### src/logic/rename_config.svh
//--------------------------------------------------------------------------
// Rename stage sizing
//--------------------------------------------------------------------------

`ifndef RENAME_CONFIG_SVH
`define RENAME_CONFIG_SVH

// Architectural register file
`define ARCH_REG_NUM        32
`define ARCH_IDX_WIDTH      5

// Physical register file
`define PHY_REG_NUM         64
`define PHY_TAG_WIDTH       6

//--------------------------------------------------------------------------
// Free list
//--------------------------------------------------------------------------

// Tags above the architectural range start out free
`define FL_DEPTH            (`PHY_REG_NUM - `ARCH_REG_NUM)
// Pointer wraps naturally at FL_DEPTH
`define FL_PTR_WIDTH        5

`endif
### src/logic/phys_pkg.sv
//--------------------------------------------------------------------------
// Physical tag and free-list types
//--------------------------------------------------------------------------

`include "rename_config.svh"

package phys_pkg;

    // Physical register tag, tag 0 stays bound to arch reg 0
    typedef logic [`PHY_TAG_WIDTH-1:0] phys_tag_t;

    // Head and tail pointers of the free list
    typedef logic [`FL_PTR_WIDTH-1:0] fl_ptr_t;

    // Occupancy needs one extra bit to hold a full list
    typedef logic [`FL_PTR_WIDTH:0] fl_cnt_t;

endpackage

### src/logic/arch_pkg.sv
//--------------------------------------------------------------------------
// Architectural register types
//--------------------------------------------------------------------------

`include "rename_config.svh"

package arch_pkg;

    // Index into the architectural register file
    typedef logic [`ARCH_IDX_WIDTH-1:0] arch_reg_t;

endpackage

### src/logic/rename_top.sv
//--------------------------------------------------------------------------
// Register rename top level
//--------------------------------------------------------------------------

`timescale 1ns/1ps

`include "rename_config.svh"

module rename_top (
    input  logic                clk_i,
    input  logic                rst_i,
    // Dispatch in
    input  logic                dp_valid_i,
    input  arch_pkg::arch_reg_t dp_src1_i,
    input  arch_pkg::arch_reg_t dp_src2_i,
    input  arch_pkg::arch_reg_t dp_dest_i,
    input  logic                dp_wr_i,
    output logic                dp_ready_o,
    // Rename out
    output logic                rn_valid_o,
    output phys_pkg::phys_tag_t rn_src1_tag_o,
    output phys_pkg::phys_tag_t rn_src2_tag_o,
    output phys_pkg::phys_tag_t rn_dest_tag_o,
    output phys_pkg::phys_tag_t rn_old_tag_o,
    input  logic                rn_ready_i,
    // Retire in
    input  logic                rt_valid_i,
    input  phys_pkg::phys_tag_t rt_tag_i
);

    phys_pkg::phys_tag_t src1_tag;
    phys_pkg::phys_tag_t src2_tag;
    phys_pkg::phys_tag_t old_tag;
    phys_pkg::phys_tag_t free_tag;
    logic                fl_empty;
    logic                mt_wr;
    logic                fl_pop;

    //----------------------------------------------------------------------
    // Map table, indexed straight from dispatch
    //----------------------------------------------------------------------

    map_table i_map_table (
        .clk_i     (clk_i),
        .rst_i     (rst_i),
        .rd1_idx_i (dp_src1_i),
        .rd2_idx_i (dp_src2_i),
        .rd3_idx_i (dp_dest_i),
        .rd1_tag_o (src1_tag),
        .rd2_tag_o (src2_tag),
        .rd3_tag_o (old_tag),
        .wr_en_i   (mt_wr),
        .wr_idx_i  (dp_dest_i),
        // Head tag becomes the new mapping
        .wr_tag_i  (free_tag)
    );

    // Retire port pushes straight in
    free_list i_free_list (
        .clk_i      (clk_i),
        .rst_i      (rst_i),
        .pop_i      (fl_pop),
        .push_i     (rt_valid_i),
        .push_tag_i (rt_tag_i),
        .head_tag_o (free_tag),
        .empty_o    (fl_empty)
    );

    //----------------------------------------------------------------------
    // Controller
    //----------------------------------------------------------------------

    rename_ctrl i_rename_ctrl (
        .clk_i         (clk_i),
        .rst_i         (rst_i),
        .dp_valid_i    (dp_valid_i),
        .dp_wr_i       (dp_wr_i),
        .dp_dest_i     (dp_dest_i),
        .dp_ready_o    (dp_ready_o),
        .src1_tag_i    (src1_tag),
        .src2_tag_i    (src2_tag),
        .old_tag_i     (old_tag),
        .free_tag_i    (free_tag),
        .fl_empty_i    (fl_empty),
        .mt_wr_o       (mt_wr),
        .fl_pop_o      (fl_pop),
        .rn_valid_o    (rn_valid_o),
        .rn_src1_tag_o (rn_src1_tag_o),
        .rn_src2_tag_o (rn_src2_tag_o),
        .rn_dest_tag_o (rn_dest_tag_o),
        .rn_old_tag_o  (rn_old_tag_o),
        .rn_ready_i    (rn_ready_i)
    );

endmodule

### src/logic/rename_ctrl.sv
//--------------------------------------------------------------------------
// Rename controller
//--------------------------------------------------------------------------

`timescale 1ns/1ps

`include "rename_config.svh"

module rename_ctrl (
    input  logic                clk_i,
    input  logic                rst_i,
    // Dispatch handshake
    input  logic                dp_valid_i,
    input  logic                dp_wr_i,
    input  arch_pkg::arch_reg_t dp_dest_i,
    output logic                dp_ready_o,
    // Lookup results from map table and free list
    input  phys_pkg::phys_tag_t src1_tag_i,
    input  phys_pkg::phys_tag_t src2_tag_i,
    input  phys_pkg::phys_tag_t old_tag_i,
    input  phys_pkg::phys_tag_t free_tag_i,
    input  logic                fl_empty_i,
    // Update strobes
    output logic                mt_wr_o,
    output logic                fl_pop_o,
    // Renamed instruction
    output logic                rn_valid_o,
    output phys_pkg::phys_tag_t rn_src1_tag_o,
    output phys_pkg::phys_tag_t rn_src2_tag_o,
    output phys_pkg::phys_tag_t rn_dest_tag_o,
    output phys_pkg::phys_tag_t rn_old_tag_o,
    input  logic                rn_ready_i
);

    logic alloc_need;
    logic out_free;
    logic accept;

    //----------------------------------------------------------------------
    // Handshake and allocation
    //----------------------------------------------------------------------

    // Writes to reg 0 are dropped, no tag taken
    assign alloc_need = dp_wr_i && (dp_dest_i != '0);

    // Output slot empty or draining this cycle
    assign out_free = !rn_valid_o || rn_ready_i;

    // Stall only allocating instructions on an empty list
    assign dp_ready_o = out_free && (!alloc_need || !fl_empty_i);
    assign accept     = dp_valid_i && dp_ready_o;

    // Map update and tag pop happen on the accepting edge
    assign mt_wr_o  = accept && alloc_need;
    assign fl_pop_o = accept && alloc_need;

    //----------------------------------------------------------------------
    // Output register
    //----------------------------------------------------------------------

    always_ff @(posedge clk_i) begin
        if (rst_i) begin
            rn_valid_o <= 1'b0;
        end else if (accept) begin
            rn_valid_o <= 1'b1;
        end else if (rn_ready_i) begin
            // Drained with nothing behind it
            rn_valid_o <= 1'b0;
        end
    end

    // Payload moves only on acceptance, held otherwise
    always_ff @(posedge clk_i) begin
        if (accept) begin
            rn_src1_tag_o <= src1_tag_i;
            rn_src2_tag_o <= src2_tag_i;
            // Non-allocating instructions carry zero tags
            rn_dest_tag_o <= alloc_need ? free_tag_i : '0;
            rn_old_tag_o  <= alloc_need ? old_tag_i : '0;
        end
    end

endmodule

### src/logic/free_list.sv
//--------------------------------------------------------------------------
// Physical tag free list
//--------------------------------------------------------------------------

`timescale 1ns/1ps

`include "rename_config.svh"

module free_list (
    input  logic                clk_i,
    input  logic                rst_i,
    // Allocation side
    input  logic                pop_i,
    // Retire side
    input  logic                push_i,
    input  phys_pkg::phys_tag_t push_tag_i,
    // Next tag to hand out
    output phys_pkg::phys_tag_t head_tag_o,
    output logic                empty_o
);

    // Circular storage of free tags
    phys_pkg::phys_tag_t fl_q [`FL_DEPTH];

    phys_pkg::fl_ptr_t head_q;
    phys_pkg::fl_ptr_t tail_q;
    phys_pkg::fl_cnt_t cnt_q;

    //----------------------------------------------------------------------
    // Status
    //----------------------------------------------------------------------

    // Both reflect the state before the edge
    assign head_tag_o = fl_q[head_q];
    assign empty_o    = (cnt_q == '0);

    //----------------------------------------------------------------------
    // Storage
    //----------------------------------------------------------------------

    always_ff @(posedge clk_i) begin
        if (rst_i) begin
            // Tags 32..63 in rising order, 32 at the head
            for (int i = 0; i < `FL_DEPTH; i++) begin
                fl_q[i] <= phys_pkg::phys_tag_t'(`ARCH_REG_NUM + i);
            end
        end else if (push_i) begin
            // Retired tag appended behind the reset tags
            fl_q[tail_q] <= push_tag_i;
        end
    end

    //----------------------------------------------------------------------
    // Pointers and occupancy
    //----------------------------------------------------------------------

    always_ff @(posedge clk_i) begin
        if (rst_i) begin
            // Full after reset, so head and tail coincide
            head_q <= '0;
            tail_q <= '0;
            cnt_q  <= phys_pkg::fl_cnt_t'(`FL_DEPTH);
        end else begin
            if (pop_i) begin
                head_q <= head_q + 1'b1;
            end
            if (push_i) begin
                tail_q <= tail_q + 1'b1;
            end
            // Push and pop together leave the count alone
            case ({push_i, pop_i})
                2'b10:   cnt_q <= cnt_q + 1'b1;
                2'b01:   cnt_q <= cnt_q - 1'b1;
                default: cnt_q <= cnt_q;
            endcase
        end
    end

endmodule

### src/logic/map_table.sv
//--------------------------------------------------------------------------
// Rename map table
//--------------------------------------------------------------------------

`timescale 1ns/1ps

`include "rename_config.svh"

module map_table (
    input  logic                clk_i,
    input  logic                rst_i,
    // Source 1, source 2, destination lookup
    input  arch_pkg::arch_reg_t rd1_idx_i,
    input  arch_pkg::arch_reg_t rd2_idx_i,
    input  arch_pkg::arch_reg_t rd3_idx_i,
    output phys_pkg::phys_tag_t rd1_tag_o,
    output phys_pkg::phys_tag_t rd2_tag_o,
    output phys_pkg::phys_tag_t rd3_tag_o,
    // New mapping from the rename controller
    input  logic                wr_en_i,
    input  arch_pkg::arch_reg_t wr_idx_i,
    input  phys_pkg::phys_tag_t wr_tag_i
);

    // One physical tag per architectural register
    phys_pkg::phys_tag_t map_q [`ARCH_REG_NUM];

    //----------------------------------------------------------------------
    // Read ports
    //----------------------------------------------------------------------

    // Combinational, show the mapping before this cycle's write
    assign rd1_tag_o = map_q[rd1_idx_i];
    assign rd2_tag_o = map_q[rd2_idx_i];
    // Old mapping of the destination, freed later at retire
    assign rd3_tag_o = map_q[rd3_idx_i];

    //----------------------------------------------------------------------
    // Write port
    //----------------------------------------------------------------------

    always_ff @(posedge clk_i) begin
        if (rst_i) begin
            // Identity mapping, reg r on tag r
            for (int i = 0; i < `ARCH_REG_NUM; i++) begin
                map_q[i] <= phys_pkg::phys_tag_t'(i);
            end
        end else if (wr_en_i) begin
            // Controller never writes reg 0
            map_q[wr_idx_i] <= wr_tag_i;
        end
    end

endmodule

### config.mk
export PLATFORM = sky130hd
export DESIGN_NAME = rename_top
export DESIGN_NICKNAME = d
export VERILOG_FILES = /design/src/logic/phys_pkg.sv /design/src/logic/arch_pkg.sv /design/src/logic/rename_top.sv /design/src/logic/rename_ctrl.sv /design/src/logic/free_list.sv /design/src/logic/map_table.sv
export VERILOG_INCLUDE_DIRS = /design/src /design/src/logic
export SDC_FILE = /design/constraint.sdc
export NUM_CORES = 1
export LEC_CHECK = 0
export ABC_AREA = 0
export BUFFER_PORTS_ARGS = -buffer_cell sky130_fd_sc_hd__buf_2
export CAP_MARGIN = 25
export CORE_ASPECT_RATIO = 0.5
export CORE_MARGIN = 3
export CORE_UTILIZATION = 70
export CTS_BUF_LIST = sky130_fd_sc_hd__clkbuf_8
export CTS_CLUSTER_SIZE = 12
export DETAILED_ROUTE_END_ITERATION = 8
export PLACE_DENSITY = 0.84
export SYNTH_ARGS = -nofsm -noshare
export SYNTH_HDL_FRONTEND = slang
export SYNTH_HIERARCHICAL = 1
export SYNTH_SLANG_ARGS = --single-unit
### constraint.sdc
create_clock -name clk_i -period 9.65 [get_ports clk_i]
set_input_delay 0.965 -clock clk_i [delete_from_list [all_inputs] [get_ports clk_i]]
set_output_delay 0.965 -clock clk_i [all_outputs]
set_load 0.005 [all_outputs]
* Word-level counts from Yosys, hierarchy flattened
Memories as Yosys holds them, arrays and structs flattened. A register that Yosys moved wholly into a read port is not among the register bits. Cells that the tools add are included.
Storage, ports and cells: memories kept 2, bits in writable memories 384, logic and storage cells 48, output and inout port bits 26, bits in registers 23
Memory list:
- i_free_list.fl_q | words 32, width 6, read ports 1, clocked after memory_dff 1, write ports 32, RTL line free_list.sv:23 | phys_pkg::phys_tag_t fl_q [`FL_DEPTH];
- i_map_table.map_q | words 32, width 6, read ports 3, clocked after memory_dff 3, write ports 32, RTL line map_table.sv:26 | phys_pkg::phys_tag_t map_q [`ARCH_REG_NUM];
Cells by class: reduce and logical (&&, ||, !) cells 16, mux-type cells 19, add/sub/neg operators 4, eq/ne operators 2
Operators by type and width (count):
- $mux W5 | 4
- $mux W1 | 12
- $mux W6 | 2
- $pmux W6 S2 | 1
- $reduce_or A6 Y1 | 2
- $add A5 B1 Y5 const B | 2
- $add A6 B1 Y6 const B | 1
- $logic_not A6 Y1 | 1
- $sub A6 B1 Y6 const B | 1
- $reduce_bool A5 Y1 | 1
- $logic_and A1 B1 Y1 | 4
- $logic_not A1 Y1 | 4
- $reduce_bool A2 Y1 | 2
- $eq A2 B1 Y1 const B | 1
- $eq A2 B2 Y1 const B | 1
- $logic_or A1 B1 Y1 | 2

* Depth between registers and ports, before layout
depth in word-level cells 12, gate-level depth with buffers 13, gate-level depth less buffers 11

* Cells and area by module
The synthesis kept the hierarchy.
By module, submodules not included:
- map_table | sequential area each 5765.5 um2, cells an instance 738, times used 1, area an instance 12121.6 um2
- free_list | sequential area each 6185.9 um2, cells an instance 790, times used 1, area an instance 10080.9 um2
- rename_ctrl | sequential area each 740.7 um2, cells an instance 50, times used 1, area an instance 914.6 um2

* Least setup slack after synthesis
Ideal clock, no wire load.
path kind input to register, start point input port dp_dest_i[2], end point register i_free_list.cnt_q[4], buffers on the path 1, data arrival time 3.714 ns, setup time 0.121 ns, setup slack 5.815 ns, cell stages on the path 11, cell sequence or4_4 > o21a_4 > nor3b_1 > ha_1 > buf_1 > xor2_1 > ha_1 > a21oi_1 > or3_1 > a31oi_1 > mux2_2
On the way: cells in the longest elaborated chain, start to end 9
Ends and longest elaborated chain:
- start, declared | RTL line rename_top.sv:16 | input arch_pkg::arch_reg_t dp_dest_i,
- $reduce_bool A5 Y1 * | RTL line rename_ctrl.sv:44 | assign alloc_need = dp_wr_i && (dp_dest_i != '0);
- $logic_and A1 B1 Y1 * | RTL line rename_ctrl.sv:44
- $logic_not A1 Y1 | RTL line rename_ctrl.sv:50 | assign dp_ready_o = out_free && (!alloc_need || !fl_empty_i);
- $logic_or A1 B1 Y1 | RTL line rename_ctrl.sv:50
- $logic_and A1 B1 Y1 | RTL line rename_ctrl.sv:50
- $logic_and A1 B1 Y1 | RTL line rename_ctrl.sv:51 | assign accept = dp_valid_i && dp_ready_o;
- $logic_and A1 B1 Y1 * | RTL line rename_ctrl.sv:55 | assign fl_pop_o = accept && alloc_need;
- via fl_pop | RTL line rename_top.sv:37 | logic fl_pop;
- $eq A2 B1 Y1 or $eq A2 B2 Y1 (tied branches) | RTL line free_list.sv:71 | case ({push_i, pop_i})
- $pmux W6 S2 or $reduce_bool A2 Y1 (tied branches)
- end signal, assigned | RTL line free_list.sv:72 | 2'b10: cnt_q <= cnt_q + 1'b1;
- end signal, assigned | RTL line free_list.sv:73 | 2'b01: cnt_q <= cnt_q - 1'b1;
- end signal, assigned | RTL line free_list.sv:74 | default: cnt_q <= cnt_q;
- end, declared | RTL line free_list.sv:27 | phys_pkg::fl_cnt_t cnt_q;
Mark *: on every way through the listed nets, which the timed path passes. The rest lies on a longest branch. A chain may end at the register's enable or synchronous reset.

==> reports/summary.md <==
The flow ran to the end, and the final reports show no timing, DRC or antenna violations. STA classifies the critical path endpoint as a flip-flop. The fraction of post-synthesis cell area in the top cell type by area was 53.0%. The tools report the source of the worst hold timing path as i_free_list/cnt_q[5]. In this run the static leakage power is 7.47 nW. Of the cells placed in the final design, the portion with a size suffix greater than 1 is 25.9%. The congestion estimate from routability-driven global placement came to 0.950.

edfxtp_1 takes more of the synthesized area than any other cell. The run gives 430 as the CTS sink count. For this run, asynchronously set or reset flops after synthesis account for 0%. The logs give 121 uV for the worst IR drop on VDD and 56 for the count of unique library cells instantiated by Yosys. On the critical path, the stage with the largest delay is an instance of nand3_2. TritonCTS built the clock tree. The cell area after technology mapping was 23100 um2. The number of setup buffers added after CTS was 0; the number of register bits inferred by synthesis was 430.

The tools report the type of origin of the critical path as a flip-flop. The detailed-routing iteration count for the pre-antenna-repair pass is 7, and the antenna violation net count after detailed routing is 0. Counting the buffers created by CTS gives 59. The setup TNS was 0 ps; the via count normalized by instance count was 7.19. STA puts the critical path data required time at 10040 ps.

In this run the core area contains 46 standard-cell rows. The start-to-end type of the worst setup path was flip-flop to flip-flop. 0 antenna diodes ended up in the layout. The total number of vias was 14.6k; the number of setup violations in the final report was 0. The tools report the normalized max-slew margin as 33.3%. From synthesis to final layout, the design area changed by 5.73%. Synthesis handed over a netlist of 1578 instances.

The number of cells on the worst reg-to-reg path is 7. Along the worst path, the maximum fanout reaches 56. The initial antenna violation count came out at 1. In this run the deepest clock path goes through 3 buffers. The total area inside the core boundary comes to 32100 um2. The measured slew at the worst slew-check pin is 999 ps, and the sequential fraction of the synthesis area is 54.9%. The count of max-cap constraint violations came out at 0. For this run the aggregate overflow at the end of global routing stands at 0. Ranked by total cell area, the synthesized netlist is headed by edfxtp_1 (53%), mux4_2 (17%), and2_1 (4.3%). The cell sitting at the root of the clock tree is a clkbuf_8.

The worst path in the final design needs a cycle of 3960 ps, including I/O delays and setup. Along the worst hold path, the cell count comes to 2. Sorting the synthesized cells by how often they occur yields edfxtp_1 (408), mux4_2 (174), and2_1 (158).

The remaining routing DRC violations was 0. The most used flip-flop cell after synthesis is edfxtp_1. The number of global-route vias before repair was 14.4k. The floorplan step defined a die boundary enclosing 35400 um2. For the worst setup path, the data arrival time is 4350 ps.

For the total number of yosys warnings, the log shows 6. Counting flops with a built-in enable in the synthesized netlist gives 408. The count of buffers added on input and output ports is 52. Clock skew on the completed layout was measured at 21.4 ps. Post-detailed-route wirelength per cell: 28.1 um.

From left edge to right edge, the die measures 263 um. edfxtp_1 is the most common cell in the netlist. The average cell area after synthesis was 14.6 um2. After detailed routing, the total wire length is 57300 um. Setup repair after global routing left no endpoint under its margin. Once layout is done, the placed cells without fillers occupy 24400 um2. The maximum level of the CTS H-tree is 2, and the clock-pin slew reported for the worst setup and hold paths after clock tree synthesis is 70 ps. The number of hold buffers added after CTS is 0, and the height of the die is 135 um. For the half-perimeter wire length of the detailed placement result, the log shows 36600 um. The number of hold-slack violations in the final timing report was 0; the count of boundary I/O pins was 53. Once placement finished, the instance area stood at 23300 um2. The first global-routing pass estimated 87100 um of wire.

The worst path uses 41.0% of the clock period. The first routing iteration left 2208 violations. The run gives 0 as the total of cells resized after clock tree synthesis. On the worst path, the slowest cell contributes a delay of 840 ps.

The initial cell density of the core is 72.0%, and the later-pin clock latency in the skew report is 660 ps. Worst hold-check path type: flip-flop to flip-flop. Based on the critical path, the design can be clocked at up to 253 MHz. Traced cell by cell, the critical path runs through buf_4 > buf_16 > mux4_2 > a22o_1 > a221oi_1 > nand3_2 > or3_1. In the global route stage, overall resource usage came out at 32.9%. For this design the ratio of total power to cell area is 157 nW/um2. The tools report the net count of the finished layout as 1593. The pin count of the biggest net entering global routing is 73. The synthesized netlist net count is 1613.

The max-slew violation total from the final report is 0.
==> sequential cells by signal, summed over array words and instances (netlist names), named ones only <==
signal,cells
i_free_list/cnt_q,6
i_free_list/head_q,5
i_rename_ctrl/rn_old_tag_o,6
i_rename_ctrl/rn_valid_o,1
i_rename_ctrl/rn_src1_tag_o,6
i_rename_ctrl/rn_src2_tag_o,6
i_map_table/map_q,192
i_free_list/tail_q,5
i_rename_ctrl/rn_dest_tag_o,6
i_free_list/fl_q,192
==> cell usage in the layout (no fill, tap or decap), types with 7 or more instances in the layout <==
master	instances
nand2b_1	8
clkbuf_8	60
or3_1	143
and2_1	158
mux4_2	174
mux4_1	25
nor2_1	89
clkinv_1	11
nand3_1	16
nor3_1	44
mux2_2	20
nand3b_1	7
a22oi_1	13
nand2_1	69
a21oi_1	17
ha_1	8
buf_2	50
or2_2	62
edfxtp_1	408
nor2b_1	7
dfxtp_1	21
xor2_1	10
mux2i_1	52
buf_4	20
inv_1	38
==> layer usage <==
layer | track usage [%] | vias to the layer above | part of all wire, %
li1 | - | 6094 | -
met1 | 44.9 | 7228 | 36
met2 | 52.0 | 1132 | 47
met3 | 9.58 | 175 | 14
met4 | 11.2 | 2 | 3.5
met5 | 0 | - | 0.016
==> layout make-up <==
class                   instances  area (um2)
fillers                      1891        7670
multi-input cells             986        9640
clock buffers                  60         826
well taps                     432         541
flip-flops and latches        430       12700
repair buffers                 74         510
inverters                       7        26.3
clock inverters                46         208
==> through the flow <==
step           hold slack, ps  instances  utilization, %  power, mW  setup WS (ps)
2_1_floorplan             485       1578               -       2.44           5820
3_3_place_gp              506       1925            72.5       2.56           5140
3_5_place_dp              519       1926            72.6       2.58           4970
4_1_cts                   540       2032            75.8       3.83           5470
5_1_grt                   577       2035            76.1       3.95           5540
6_report                  544       2035            76.1       3.83           5690
==> final timing paths <==
check,to,slack (ps)
setup / recovery,i_map_table/map_q[27][3],5690
hold reg to reg,i_free_list/cnt_q[5],540
hold / removal,i_free_list/cnt_q[5],540
setup reg to reg,i_map_table/map_q[27][3],5690
==> worst max-delay path: cells and delay by family, from the launching register on <==
| kind | cells | cell delay, ps |
|---|---|---|
| muxes | 1 | 380 |
| buffers and inverters | 2 | 650 |
| DFF | 1 | 330 |
| and+or+nand+nor | 2 | 1510 |
| AOI/OAI and AO/OA | 2 | 760 |
==> power breakdown <==
group          switching [mW]  total, mW  internal, mW
combinational           0.262      0.432         0.170
sequential             0.0333       2.12          2.09
clock                   0.700       1.28         0.580
total                   0.995       3.83          2.84
==> kinds of logic after synthesis <==
group                      count (synthesis)  share of synthesized area, %
adders and majority gates                  8                         0.433
muxes                                    276                          23.6
buffers and inverters                    162                          3.54
xor gates and xnor gates                  12                         0.455
AOI/OAI and AO/OA                         54                          1.70
DFF                                      430                          54.9
and+or+nand+nor                          636                          15.4
(Power assumes the default switching activity.)
